[src/hdl/nts_api_pkg.sv]
/*
 * Shared types and constants for the NTS engine register front end.
 * Host request and internal request formats, data widths and the
 * identity words reported by the engine register block.
 */

package nts_api_pkg;

  //--------------------------------------------------------------------
  // Widths
  //--------------------------------------------------------------------

  // Host word address
  typedef logic [11:0] api_addr_t;
  // Region-relative word address seen by the endpoints
  typedef logic [7:0]  int_addr_t;
  typedef logic [31:0] api_data_t;
  typedef logic [31:0] key_id_t;

  //--------------------------------------------------------------------
  // Requests
  //--------------------------------------------------------------------

  // One host request, qualified by the chip select strobe
  typedef struct packed {
    logic      we;
    api_addr_t address;
    api_data_t write_data;
  } ext_req_t;

  // Request after decode, shared by all endpoints
  typedef struct packed {
    logic      we;
    int_addr_t address;
    api_data_t write_data;
  } int_req_t;

  // Engine identity, ASCII "nts-" "engn" "0.01"
  localparam api_data_t ENGINE_NAME0   = 32'h6e74_732d;
  localparam api_data_t ENGINE_NAME1   = 32'h656e_676e;
  localparam api_data_t ENGINE_VERSION = 32'h302e_3031;

endpackage

[src/hdl/nts_api.sv]
/*
 * Pipelined address decoder for the NTS register interface.
 * Four stages: capture, region decode, endpoint read capture, and
 * response mux. Every request returns one valid pulse 3 edges later.
 */

module nts_api #(
  parameter nts_api_pkg::api_addr_t ADDR_ENGINE_BASE = 12'h000,
  parameter nts_api_pkg::api_addr_t ADDR_ENGINE_STOP = 12'h009,
  parameter nts_api_pkg::api_addr_t ADDR_CLOCK_BASE  = 12'h010,
  parameter nts_api_pkg::api_addr_t ADDR_CLOCK_STOP  = 12'h01F,
  parameter nts_api_pkg::api_addr_t ADDR_KEYMEM_BASE = 12'h080,
  parameter nts_api_pkg::api_addr_t ADDR_KEYMEM_STOP = 12'h17F
) (
  input  logic                  i_clk,
  input  logic                  i_areset,
  output logic                  o_busy,

  input  logic                  i_api_cs,
  input  nts_api_pkg::ext_req_t i_api_req,
  output nts_api_pkg::api_data_t o_api_read_data,
  output logic                  o_api_read_data_valid,

  output nts_api_pkg::int_req_t o_int_req,
  output logic                  o_engine_cs,
  output logic                  o_clock_cs,
  output logic                  o_keymem_cs,
  input  nts_api_pkg::api_data_t i_engine_read_data,
  input  nts_api_pkg::api_data_t i_clock_read_data,
  input  nts_api_pkg::api_data_t i_keymem_read_data
);

  import nts_api_pkg::*;

  // One flag per endpoint region
  typedef struct packed {
    logic engine;
    logic clock;
    logic keymem;
  } sel_t;

  logic      busy_reg;

  // Stage 0, raw host request
  logic      p0_cs_reg;
  ext_req_t  p0_req_reg;

  // Stage 1, decoded request on the internal bus
  logic      p1_cs_reg;
  sel_t      p1_sel_reg;
  int_req_t  p1_req_reg;

  // Stage 2, endpoint words
  logic      p2_cs_reg;
  logic      p2_we_reg;
  sel_t      p2_sel_reg;
  api_data_t p2_engine_data_reg;
  api_data_t p2_clock_data_reg;
  api_data_t p2_keymem_data_reg;

  // Stage 3, response
  api_data_t p3_read_data_reg;
  logic      p3_valid_reg;

  // Decode helpers
  sel_t      sel;
  int_addr_t addr_offset;
  api_data_t p3_read_data_new;

  assign o_int_req             = p1_req_reg;
  assign o_engine_cs           = p1_sel_reg.engine;
  assign o_clock_cs            = p1_sel_reg.clock;
  assign o_keymem_cs           = p1_sel_reg.keymem;
  assign o_busy                = busy_reg;
  assign o_api_read_data       = p3_read_data_reg;
  assign o_api_read_data_valid = p3_valid_reg;

  // Inclusive range check on a word address
  function automatic logic in_region(api_addr_t addr, api_addr_t base, api_addr_t stop);
    return (addr >= base) && (addr <= stop);
  endfunction

  //--------------------------------------------------------------------
  // Address decode, reads stage 0
  //--------------------------------------------------------------------

  always_comb begin : address_decode
    api_addr_t base;
    api_addr_t diff;
    sel  = '0;
    base = '0;
    // First matching region wins
    if (in_region(p0_req_reg.address, ADDR_ENGINE_BASE, ADDR_ENGINE_STOP)) begin
      sel.engine = 1'b1;
      base       = ADDR_ENGINE_BASE;
    end else if (in_region(p0_req_reg.address, ADDR_CLOCK_BASE, ADDR_CLOCK_STOP)) begin
      sel.clock = 1'b1;
      base      = ADDR_CLOCK_BASE;
    end else if (in_region(p0_req_reg.address, ADDR_KEYMEM_BASE, ADDR_KEYMEM_STOP)) begin
      sel.keymem = 1'b1;
      base       = ADDR_KEYMEM_BASE;
    end
    diff = p0_req_reg.address - base;
    // Offset wider than the internal bus folds to zero
    if (diff[11:8] != 4'h0) begin
      addr_offset = '0;
    end else begin
      addr_offset = diff[7:0];
    end
  end

  //--------------------------------------------------------------------
  // Response mux, reads stage 2
  //--------------------------------------------------------------------

  always_comb begin
    p3_read_data_new = '0;
    // Writes and unmapped reads answer with zero
    if (p2_cs_reg && !p2_we_reg) begin
      if (p2_sel_reg.engine) begin
        p3_read_data_new = p2_engine_data_reg;
      end else if (p2_sel_reg.clock) begin
        p3_read_data_new = p2_clock_data_reg;
      end else if (p2_sel_reg.keymem) begin
        p3_read_data_new = p2_keymem_data_reg;
      end
    end
  end

  //--------------------------------------------------------------------
  // Pipeline control
  //--------------------------------------------------------------------

  always_ff @(posedge i_clk or posedge i_areset) begin
    if (i_areset) begin
      busy_reg     <= 1'b0;
      p0_cs_reg    <= 1'b0;
      p1_cs_reg    <= 1'b0;
      p1_sel_reg   <= '0;
      p2_cs_reg    <= 1'b0;
      p2_we_reg    <= 1'b0;
      p2_sel_reg   <= '0;
      p3_valid_reg <= 1'b0;
    end else begin
      // A request reaching stage 2 clears busy, ahead of a new strobe
      if (p2_cs_reg) begin
        busy_reg <= 1'b0;
      end else if (i_api_cs) begin
        busy_reg <= 1'b1;
      end
      p0_cs_reg    <= i_api_cs;
      p1_cs_reg    <= p0_cs_reg;
      p1_sel_reg   <= p0_cs_reg ? sel : '0;
      p2_cs_reg    <= p1_cs_reg;
      p2_we_reg    <= p1_req_reg.we;
      p2_sel_reg   <= p1_sel_reg;
      p3_valid_reg <= p2_cs_reg;
    end
  end

  // Payload stages
  always_ff @(posedge i_clk) begin
    p0_req_reg         <= i_api_req;
    p1_req_reg         <= '{we: p0_req_reg.we, address: addr_offset,
                            write_data: p0_req_reg.write_data};
    p2_engine_data_reg <= i_engine_read_data;
    p2_clock_data_reg  <= i_clock_read_data;
    p2_keymem_data_reg <= i_keymem_read_data;
    p3_read_data_reg   <= p3_read_data_new;
  end

endmodule

[src/hdl/nts_api_top.sv]
/*
 * Register front end top. Host bus decoder with the engine, clock
 * and key memory register blocks behind it.
 */

module nts_api_top #(
  parameter nts_api_pkg::api_addr_t ADDR_ENGINE_BASE = 12'h000,
  parameter nts_api_pkg::api_addr_t ADDR_ENGINE_STOP = 12'h009,
  parameter nts_api_pkg::api_addr_t ADDR_CLOCK_BASE  = 12'h010,
  parameter nts_api_pkg::api_addr_t ADDR_CLOCK_STOP  = 12'h01F,
  parameter nts_api_pkg::api_addr_t ADDR_KEYMEM_BASE = 12'h080,
  parameter nts_api_pkg::api_addr_t ADDR_KEYMEM_STOP = 12'h17F
) (
  input  logic                   i_clk,
  input  logic                   i_areset,
  input  logic                   i_api_cs,
  input  nts_api_pkg::ext_req_t  i_api_req,
  output logic                   o_busy,
  output nts_api_pkg::api_data_t o_api_read_data,
  output logic                   o_api_read_data_valid,
  output logic                   o_engine_enable,
  output logic                   o_key_valid,
  output nts_api_pkg::key_id_t   o_key_id
);

  import nts_api_pkg::*;

  // Internal bus
  int_req_t  int_req;
  logic      engine_cs;
  logic      clock_cs;
  logic      keymem_cs;
  api_data_t engine_read_data;
  api_data_t clock_read_data;
  api_data_t keymem_read_data;

  nts_api #(
    .ADDR_ENGINE_BASE (ADDR_ENGINE_BASE),
    .ADDR_ENGINE_STOP (ADDR_ENGINE_STOP),
    .ADDR_CLOCK_BASE  (ADDR_CLOCK_BASE),
    .ADDR_CLOCK_STOP  (ADDR_CLOCK_STOP),
    .ADDR_KEYMEM_BASE (ADDR_KEYMEM_BASE),
    .ADDR_KEYMEM_STOP (ADDR_KEYMEM_STOP)
  ) api0 (
    .i_clk                 (i_clk),
    .i_areset              (i_areset),
    .o_busy                (o_busy),
    .i_api_cs              (i_api_cs),
    .i_api_req             (i_api_req),
    .o_api_read_data       (o_api_read_data),
    .o_api_read_data_valid (o_api_read_data_valid),
    .o_int_req             (int_req),
    .o_engine_cs           (engine_cs),
    .o_clock_cs            (clock_cs),
    .o_keymem_cs           (keymem_cs),
    .i_engine_read_data    (engine_read_data),
    .i_clock_read_data     (clock_read_data),
    .i_keymem_read_data    (keymem_read_data)
  );

  nts_engine_regs engine0 (
    .i_clk           (i_clk),
    .i_areset        (i_areset),
    .i_cs            (engine_cs),
    .i_req           (int_req),
    .o_read_data     (engine_read_data),
    .o_engine_enable (o_engine_enable)
  );

  nts_clock_regs clock0 (
    .i_clk       (i_clk),
    .i_areset    (i_areset),
    .i_cs        (clock_cs),
    .i_req       (int_req),
    .o_read_data (clock_read_data)
  );

  nts_keymem keymem0 (
    .i_clk       (i_clk),
    .i_areset    (i_areset),
    .i_cs        (keymem_cs),
    .i_req       (int_req),
    .o_read_data (keymem_read_data),
    .o_key_valid (o_key_valid),
    .o_key_id    (o_key_id)
  );

endmodule

[src/hdl/nts_clock_regs.sv]
/*
 * Time counter block. A 64-bit counter with run control, loaded
 * from two staging words, and a snapshot latch for coherent reads.
 */

module nts_clock_regs (
  input  logic                   i_clk,
  input  logic                   i_areset,
  input  logic                   i_cs,
  input  nts_api_pkg::int_req_t  i_req,
  output nts_api_pkg::api_data_t o_read_data
);

  import nts_api_pkg::*;

  //--------------------------------------------------------------------
  // Register map
  //--------------------------------------------------------------------

  localparam int_addr_t ADDR_RUN      = 8'h00;
  localparam int_addr_t ADDR_LOAD_HI  = 8'h01;
  localparam int_addr_t ADDR_LOAD_LO  = 8'h02;
  localparam int_addr_t ADDR_LOAD     = 8'h03;
  localparam int_addr_t ADDR_LATCH    = 8'h04;
  localparam int_addr_t ADDR_SNAP_HI  = 8'h05;
  localparam int_addr_t ADDR_SNAP_LO  = 8'h06;

  logic        run_reg;
  api_data_t   load_hi_reg;
  api_data_t   load_lo_reg;
  logic [63:0] counter_reg;
  logic [63:0] snapshot_reg;
  logic        wr;

  assign wr = i_cs && i_req.we;

  always_ff @(posedge i_clk or posedge i_areset) begin
    if (i_areset) begin
      run_reg      <= 1'b0;
      load_hi_reg  <= '0;
      load_lo_reg  <= '0;
      counter_reg  <= '0;
      snapshot_reg <= '0;
    end else begin
      if (wr && i_req.address == ADDR_RUN) begin
        run_reg <= i_req.write_data[0];
      end
      if (wr && i_req.address == ADDR_LOAD_HI) begin
        load_hi_reg <= i_req.write_data;
      end
      if (wr && i_req.address == ADDR_LOAD_LO) begin
        load_lo_reg <= i_req.write_data;
      end
      // Snapshot takes the value before this edge's increment
      if (wr && i_req.address == ADDR_LATCH) begin
        snapshot_reg <= counter_reg;
      end
      // Load wins over counting
      if (wr && i_req.address == ADDR_LOAD) begin
        counter_reg <= {load_hi_reg, load_lo_reg};
      end else if (run_reg) begin
        counter_reg <= counter_reg + 64'd1;
      end
    end
  end

  always_comb begin
    o_read_data = '0;
    if (i_cs) begin
      case (i_req.address)
        ADDR_RUN:     o_read_data = {31'd0, run_reg};
        ADDR_LOAD_HI: o_read_data = load_hi_reg;
        ADDR_LOAD_LO: o_read_data = load_lo_reg;
        ADDR_SNAP_HI: o_read_data = snapshot_reg[63:32];
        ADDR_SNAP_LO: o_read_data = snapshot_reg[31:0];
        default:      o_read_data = '0;
      endcase
    end
  end

endmodule

[src/hdl/nts_engine_regs.sv]
/*
 * Engine register block. Identity words, a control register whose
 * bit 0 enables the engine, and a scratch register.
 */

module nts_engine_regs (
  input  logic                   i_clk,
  input  logic                   i_areset,
  input  logic                   i_cs,
  input  nts_api_pkg::int_req_t  i_req,
  output nts_api_pkg::api_data_t o_read_data,
  output logic                   o_engine_enable
);

  import nts_api_pkg::*;

  //--------------------------------------------------------------------
  // Register map
  //--------------------------------------------------------------------

  localparam int_addr_t ADDR_NAME0   = 8'h00;
  localparam int_addr_t ADDR_NAME1   = 8'h01;
  localparam int_addr_t ADDR_VERSION = 8'h02;
  localparam int_addr_t ADDR_CTRL    = 8'h08;
  localparam int_addr_t ADDR_SCRATCH = 8'h09;

  api_data_t ctrl_reg;
  api_data_t scratch_reg;

  assign o_engine_enable = ctrl_reg[0];

  always_ff @(posedge i_clk or posedge i_areset) begin
    if (i_areset) begin
      ctrl_reg    <= '0;
      scratch_reg <= '0;
    end else if (i_cs && i_req.we) begin
      case (i_req.address)
        ADDR_CTRL:    ctrl_reg    <= i_req.write_data;
        ADDR_SCRATCH: scratch_reg <= i_req.write_data;
        default: ;
      endcase
    end
  end

  // Read word, only while selected
  always_comb begin
    o_read_data = '0;
    if (i_cs) begin
      case (i_req.address)
        ADDR_NAME0:   o_read_data = ENGINE_NAME0;
        ADDR_NAME1:   o_read_data = ENGINE_NAME1;
        ADDR_VERSION: o_read_data = ENGINE_VERSION;
        ADDR_CTRL:    o_read_data = ctrl_reg;
        ADDR_SCRATCH: o_read_data = scratch_reg;
        default:      o_read_data = '0;
      endcase
    end
  end

endmodule

[src/hdl/nts_keymem.sv]
/*
 * Key memory. Four 256-bit keys as eight words each, a 32-bit id per
 * key, and a control word with valid bits and the current-key index.
 */

module nts_keymem (
  input  logic                   i_clk,
  input  logic                   i_areset,
  input  logic                   i_cs,
  input  nts_api_pkg::int_req_t  i_req,
  output nts_api_pkg::api_data_t o_read_data,
  output logic                   o_key_valid,
  output nts_api_pkg::key_id_t   o_key_id
);

  import nts_api_pkg::*;

  //--------------------------------------------------------------------
  // Register map
  //--------------------------------------------------------------------

  // 00..1F key words, key k at 8k..8k+7
  // 20..23 key ids
  localparam int_addr_t ADDR_CTRL = 8'h24;

  api_data_t   key_mem [32];
  key_id_t     key_id_reg [4];
  logic [3:0]  key_valid_reg;
  logic [1:0]  current_key_reg;
  logic        wr;
  logic        is_key_word;
  logic        is_key_id;

  assign wr          = i_cs && i_req.we;
  assign is_key_word = (i_req.address[7:5] == 3'b000);
  assign is_key_id   = (i_req.address[7:2] == 6'b001000);

  // Selected key, seen by the engine core
  assign o_key_id    = key_id_reg[current_key_reg];
  assign o_key_valid = key_valid_reg[current_key_reg];

  // Key storage
  always_ff @(posedge i_clk) begin
    if (wr && is_key_word) begin
      key_mem[i_req.address[4:0]] <= i_req.write_data;
    end
  end

  always_ff @(posedge i_clk or posedge i_areset) begin
    if (i_areset) begin
      key_id_reg      <= '{default: '0};
      key_valid_reg   <= '0;
      current_key_reg <= '0;
    end else if (wr) begin
      if (is_key_id) begin
        key_id_reg[i_req.address[1:0]] <= i_req.write_data;
      end
      if (i_req.address == ADDR_CTRL) begin
        key_valid_reg   <= i_req.write_data[3:0];
        current_key_reg <= i_req.write_data[5:4];
      end
    end
  end

  always_comb begin
    o_read_data = '0;
    if (i_cs) begin
      if (is_key_word) begin
        o_read_data = key_mem[i_req.address[4:0]];
      end else if (is_key_id) begin
        o_read_data = key_id_reg[i_req.address[1:0]];
      end else if (i_req.address == ADDR_CTRL) begin
        o_read_data = {26'd0, current_key_reg, key_valid_reg};
      end
    end
  end

endmodule

[config.mk]
export PLATFORM = sky130hd
export DESIGN_NAME = nts_api_top
export DESIGN_NICKNAME = d
export VERILOG_FILES = /design/src/hdl/nts_api_pkg.sv /design/src/hdl/nts_api.sv /design/src/hdl/nts_api_top.sv /design/src/hdl/nts_clock_regs.sv /design/src/hdl/nts_engine_regs.sv /design/src/hdl/nts_keymem.sv
export SDC_FILE = /design/constraint.sdc
export NUM_CORES = 2
export LEC_CHECK = 0
export ABC_CLOCK_PERIOD_IN_PS = 31000
export CAP_MARGIN = 20
export CELL_PAD_IN_SITES_DETAIL_PLACEMENT = 1
export CELL_PAD_IN_SITES_GLOBAL_PLACEMENT = 2
export CORE_UTILIZATION = 55
export CTS_BUF_LIST = sky130_fd_sc_hd__clkbuf_4 sky130_fd_sc_hd__clkbuf_8
export DETAILED_ROUTE_END_ITERATION = 10
export DONT_BUFFER_PORTS = 1
export GPL_TIMING_DRIVEN = 1
export HOLD_SLACK_MARGIN = 0.06
export MAX_ROUTING_LAYER = met4
export PLACE_DENSITY = 0.91
export SKIP_CTS_REPAIR_TIMING = 1
export SYNTH_ARGS = -nofsm -noshare
export SYNTH_HDL_FRONTEND = slang
export SYNTH_SLANG_ARGS = --single-unit
[constraint.sdc]
create_clock -name i_clk -period 31 [get_ports i_clk]
set_input_delay 3.1 -clock i_clk [delete_from_list [all_inputs] [get_ports i_clk]]
set_output_delay 3.1 -clock i_clk [all_outputs]
set_load 0.05 [all_outputs]
Word-level counts from Yosys, hierarchy flattened
Memory sizes are Yosys's and may differ from the RTL's. A register that Yosys moved wholly into a read port is not among the register bits. Cells that the tools add are included.

Add/sub/neg operators: 2. Bitwise gates (word level): 2. Equality and inequality tests: 10. Shift operators: 0. Muxes and demuxes: 35. Reduce and logical (&&, ||, !) cells: 24. Div/mod/pow operators: 0. Multiply operators: 0. Order comparisons: 10.

Operator list (count): 32-bit two-way mux (10); 32-bit one-hot mux with 5 select lines (2); 32-bit binary-select mux with 2-bit select (2); 128-bit bitwise mux (1); 64-bit two-way mux (2); 64-bit by 1-bit adder with 64-bit output (second input constant) (1); 32-bit demux with 2-bit select (1); 8-bit by 3-bit == test with 1-bit output (second input constant) (3); 12-bit two-way mux (2); 8-bit by 2-bit == test with 1-bit output (second input constant) (2); 8-bit by 4-bit == test with 1-bit output (second input constant) (2); 1-bit logical AND (14); 12-bit by 1-bit >= comparator with 1-bit output (second input constant) (1); 12-bit by 5-bit >= comparator with 1-bit output (second input constant) (1); 12-bit by 8-bit >= comparator with 1-bit output (second input constant) (1); 12-bit by 4-bit less-or-equal comparator with 1-bit output (second input constant) (1); 12-bit by 5-bit less-or-equal comparator with 1-bit output (second input constant) (1); 12-bit by 9-bit less-or-equal comparator with 1-bit output (second input constant) (1); 12-bit subtractor (1); 1-bit two-way mux (9); 8-bit by 1-bit == test with 1-bit output (second input constant) (1); 8-bit by 6-bit == test with 1-bit output (second input constant) (1); 8-bit zero test (1); 8-bit two-way mux (1); other kinds (15) (21).

Bits in latches: 0. Input port bits: 48. Memory bits (read-only): 0. Memories: 1. Memory bits (writable): 1024. Register bits after elaboration: 617.

Memories: keymem0.key_mem (depth 32, bits a word 32, read ports 1, clocked after Yosys merged registers in 1, wr ports 1, RTL line nts_keymem.sv:26) `api_data_t key_mem [32];`.

Logic depth before layout (Yosys ltp)
Depth after elaboration: 8. Mapped depth: 11.

Modules after synthesis
A second synthesis with hierarchy kept.

Cell total of the unflattened synthesis: 3927. Area, all modules: 63880.0 µm².

Modules (own cells, without submodules): nts_keymem (instances 1, seq. area each 34102.7 µm², cells each 2473, area an instance 45974.1 µm²); nts_clock_regs (instances 1, seq. area each 4829.6 µm², cells each 826, area an instance 9160.0 µm²); nts_api (instances 1, seq. area each 4584.4 µm², cells each 383, area an instance 5596.6 µm²); nts_engine_regs (instances 1, seq. area each 1601.5 µm², cells each 245, area an instance 3149.3 µm²).

Worst setup path after synthesis
No wires, ideal clock.

Path kind: reg2reg. Start point: register api0.p1_req_reg (netlist bit api0.o_int_req[32]). End point: memory keymem0.key_mem[3][0] in the netlist's numbering, enable pin. Setup slack: 25796 ps. Arrival time: 4702 ps. Stages on the path, launching flop included: 7. Clock period less this slack: 5204 ps. Path through: dfxtp_1 buf_2 buf_2 buf_2 buf_2 nand3_1 nor4_1.

RTL lines: start: declaration (RTL line nts_api.sv:51) `int_req_t p1_req_reg;`; start signal: assignment (RTL line nts_api.sv:164) `p1_req_reg <= '{we: p0_req_reg.we, address: addr_offset,`; end: declaration (RTL line nts_keymem.sv:26).

No word-level cell before the write port.

Worst setup path in the final report
Start point: register keymem0.current_key_reg[0]. End point: output o_key_id[23].

Longest elaborated chain between the ends: 4.

RTL lines: start: declaration (RTL line nts_keymem.sv:29) `logic [1:0] current_key_reg;`; start signal: assignment (RTL line nts_keymem.sv:60) `current_key_reg <= i_req.write_data[5:4];`; 2-bit inverter with 3-bit output (implied by the code) (RTL line nts_keymem.sv:39) `assign o_key_id = key_id_reg[current_key_reg];`; 32-bit binary-select mux with 2-bit select (RTL line nts_keymem.sv:39); 32-bit two-way mux (implied by the code) (2 in series) (RTL line nts_keymem.sv:39); end: declaration (RTL line nts_api_top.sv:23) `output nts_api_pkg::key_id_t o_key_id`.

Every way passes these cells. The select of a mux whose other input is x is not followed.

==> impl_metrics.env <==
export IMPL_hold_end="api0.o_int_req[12]"
export IMPL_worst_path_max_fanout=30
export IMPL_crit_chain="buf_4 -> mux4_2"
export IMPL_via_count=36715
export IMPL_p_int_mw=3.47
export IMPL_cp_end_kind="output pin"
export IMPL_synth_top_area_cell="edfxtp_1"
export IMPL_clock_skew_final_ns=0.0752
export IMPL_num_rows=123
export IMPL_syn_num_nets=3598
export IMPL_setup_tns_ns=0
export IMPL_core_um2=113000
export IMPL_drt_total_wl_mm=196
export IMPL_worst_setup_path_type="reg -> out"
export IMPL_syn_inst=3546
export IMPL_synthAdderAreaFrac=0.000792
export IMPL_drive_gt1_frac=0.332
export IMPL_start_util=0.558
export IMPL_grt_overflow=0
export IMPL_root_buffer="clkbuf_8"
export IMPL_largest_reg_flops=1024
export IMPL_yosys_area_share_simple=0.0345
export IMPL_power_switching_mw=0.982
export IMPL_synth_top_flop_cell="edfxtp_1"
export IMPL_h_tree_depth=5
export IMPL_dieArea_um2=116000
export IMPL_layout_nets=3778
export IMPL_r2r_slack_ns=26.06
export IMPL_hold_class="reg -> reg"
export IMPL_setup_violations_final=0
export IMPL_swShare=0.221
export IMPL_io_pins=116
export IMPL_synth_area_leaders="edfxtp_1 49%, dfrtp_1 16%, mux4_2 11%"
export IMPL_ys_top_cells_by_count="1024 x edfxtp_1, 403 x dfrtp_1, 320 x mux4_2"
export IMPL_synth_top_area_frac=0.487
export IMPL_yosysWarnings=0
export IMPL_cts_num_sinks=1641
export IMPL_ant_nets=0
export IMPL_grt_max_degree=170
export IMPL_place_area_um2=65200
export IMPL_timing_rr_start="api0.o_int_req[32]"
export IMPL_yosysMostFrequentCell="edfxtp_1"
export IMPL_gp_congestion=0.847
export IMPL_grt_pass1_vias=39463
export IMPL_relSlewSlack=0.234
export IMPL_avgSynthCellArea_um2=17.8
export IMPL_numCtsBuffers=284
export IMPL_power_frac_comb=0.020
export IMPL_critPathArrivalTime_ns=2.81
export IMPL_worstRegToRegCells=8
export IMPL_start_kind="flip-flop"
export IMPL_final_hold_viol_count=0
export IMPL_firstDrtPassIters=8
export IMPL_synth_seq_area_share=0.714
export IMPL_drt_initial_drc_count=5123
export IMPL_synth_compound_area_frac=0.0471
export IMPL_fin_crit_ns=5.91
export IMPL_drt_drc_violations_left=0
export IMPL_placed_cells=4933
export IMPL_clk_transition_reported_paths_ns=0.06
export IMPL_synth_xor_area_frac=0.00901
export IMPL_wl_per_cell_um=36.0
export IMPL_yosys_register_bits=1641
export IMPL_cap_viol_max_count=0
export IMPL_insertion_delay_ns=0.98
export IMPL_synthArstFlopShare=0.246
export IMPL_cp_required_ns=27.90
export IMPL_rsz0062_at_grt="no"
export IMPL_hold_depth=0
export IMPL_worstReg2RegEnd="api0.p2_keymem_data_reg[28]"
export IMPL_post_route_util=0.628
export IMPL_max_freq_mhz=169
export IMPL_powerDensity_nw_per_um2=62.7
export IMPL_crit_slowest_cell="mux4_2"
export IMPL_die_h_um=341
export IMPL_grt_use_total=0.352
export IMPL_numPortBuffers=0
export IMPL_stdcell_count=5441
export IMPL_synth_edff_count=1024
export IMPL_synth_area_um2=63200
export IMPL_dpl_hpwl_mm=109
export IMPL_worst_slew_pin_slew_ns=1.15
export IMPL_cts_tree="built"
export IMPL_clk_path_buf_depth=4
export IMPL_synth_top_family_by_area="multiplexers"
export IMPL_status="finished, final reports clean"
export IMPL_slew_violations=0
export IMPL_grt_pass1_wl_mm=281
export IMPL_leakage_nw=25.5
export IMPL_critPathLaunch="keymem0.current_key_reg[0]"
export IMPL_crit_path_max_incr_delay_ns=0.78
export IMPL_share_clk_of_total_power=0.450
export IMPL_die_width_um=341
export IMPL_min_from="api0.p0_req_reg[12]"
export IMPL_synth_area_mux_share=0.179
export IMPL_fin_crit_sh=0.191
export IMPL_viasPerCell=6.75
export IMPL_design_area_um2=71000
export IMPL_antenna_found_initial=22
export IMPL_area_delta_synth_final_pct=12.5
export IMPL_vdd_drop_max_mv=0.0528
export IMPL_power_frac_seq=0.530
export IMPL_synth_distinct_cells=57
[power groups by stage]
stage                     Sequential [mW]  Combinational, mW  Clock (mW)
after floorplan                      2.39             0.0466           0
after global placement               2.40             0.0766           0
after detailed placement             2.41             0.0807           0
after CTS                            2.36             0.0818        2.02
after global routing                 2.36             0.0927        2.10
final                                2.36             0.0890        2.00
[worst max-delay path by stage]
stage                            endpoint  cells after the start
6_report                     o_key_id[23]                      2
4_1_cts                      o_key_id[23]                      2
3_3_place_gp   keymem0.current_key_reg[0]                      3
3_5_place_dp   keymem0.current_key_reg[0]                      3
5_1_grt                      o_key_id[23]                      2
2_1_floorplan  api0.o_api_read_data_valid                      1
[cell type report]
type | instances | area, um2
multi-input combinational | 1678 | 17300
fill | 9688 | 42100
timing repair buffer | 108 | 948
tap | 1500 | 1880
clock buffer | 436 | 5320
inverter | 13 | 56.3
sequential | 1641 | 45200
clock inverter | 49 | 300
antenna | 16 | 40.0
[critical path: cells and delay by family, from the launching register on]
family	cells	cell delay, ns
multiplexers	1	0.78
buffers and inverters	1	0.57
flip-flops	1	0.45
[metal layers]
layer	vias to the layer above	part of all wire	global-route usage
met5	-	0	-
met4	0	0.058	0.193
met3	555	0.10	0.0737
met2	2506	0.48	0.543
met1	19275	0.36	0.439
li1	14379	-	-
[stage by stage]
step                      hold slack (ns)  power (mW)  worst slack (ns)
after detailed placement            0.314        2.49             25.44
final                               0.323        4.45             25.09
after global placement              0.311        2.48             25.66
after global routing                0.330        4.55             24.93
after CTS                           0.327        4.46             24.99
after floorplan                     0.310        2.44             16.69
[kinds of logic (layout without fill, tap and decap cells)]
family          Yosys count  count (layout)
other cells               0              16
mux                     683             683
xor+xnor                 65              65
fa+ha+maj                 4               4
buf+inv                 227             606
simple gates            478             478
flops                  1641            1641
compound gates          448             448
[placed cells by master (no fill, tap or decap), types with 17 or more instances in the layout]
cell,netlist,final
a21oi_1,183,183
a222oi_1,32,32
a22oi_1,128,128
buf_4,0,99
clkbuf_4,0,109
clkbuf_8,0,327
clkinv_1,0,18
clkinv_2,0,27
dfrtp_1,403,401
dfxtp_1,214,192
dfxtp_2,0,19
edfxtp_1,1024,1024
mux2_2,311,311
mux2i_1,37,37
mux4_2,320,320
nand2_1,105,105
nand3_1,29,29
nand4_1,28,28
nor2_1,214,191
nor3_1,31,17
o211ai_1,20,20
o21a_1,28,28
o21ai_0,18,18
xnor2_1,36,36
xor2_1,29,29
(Power assumes the default switching activity.)
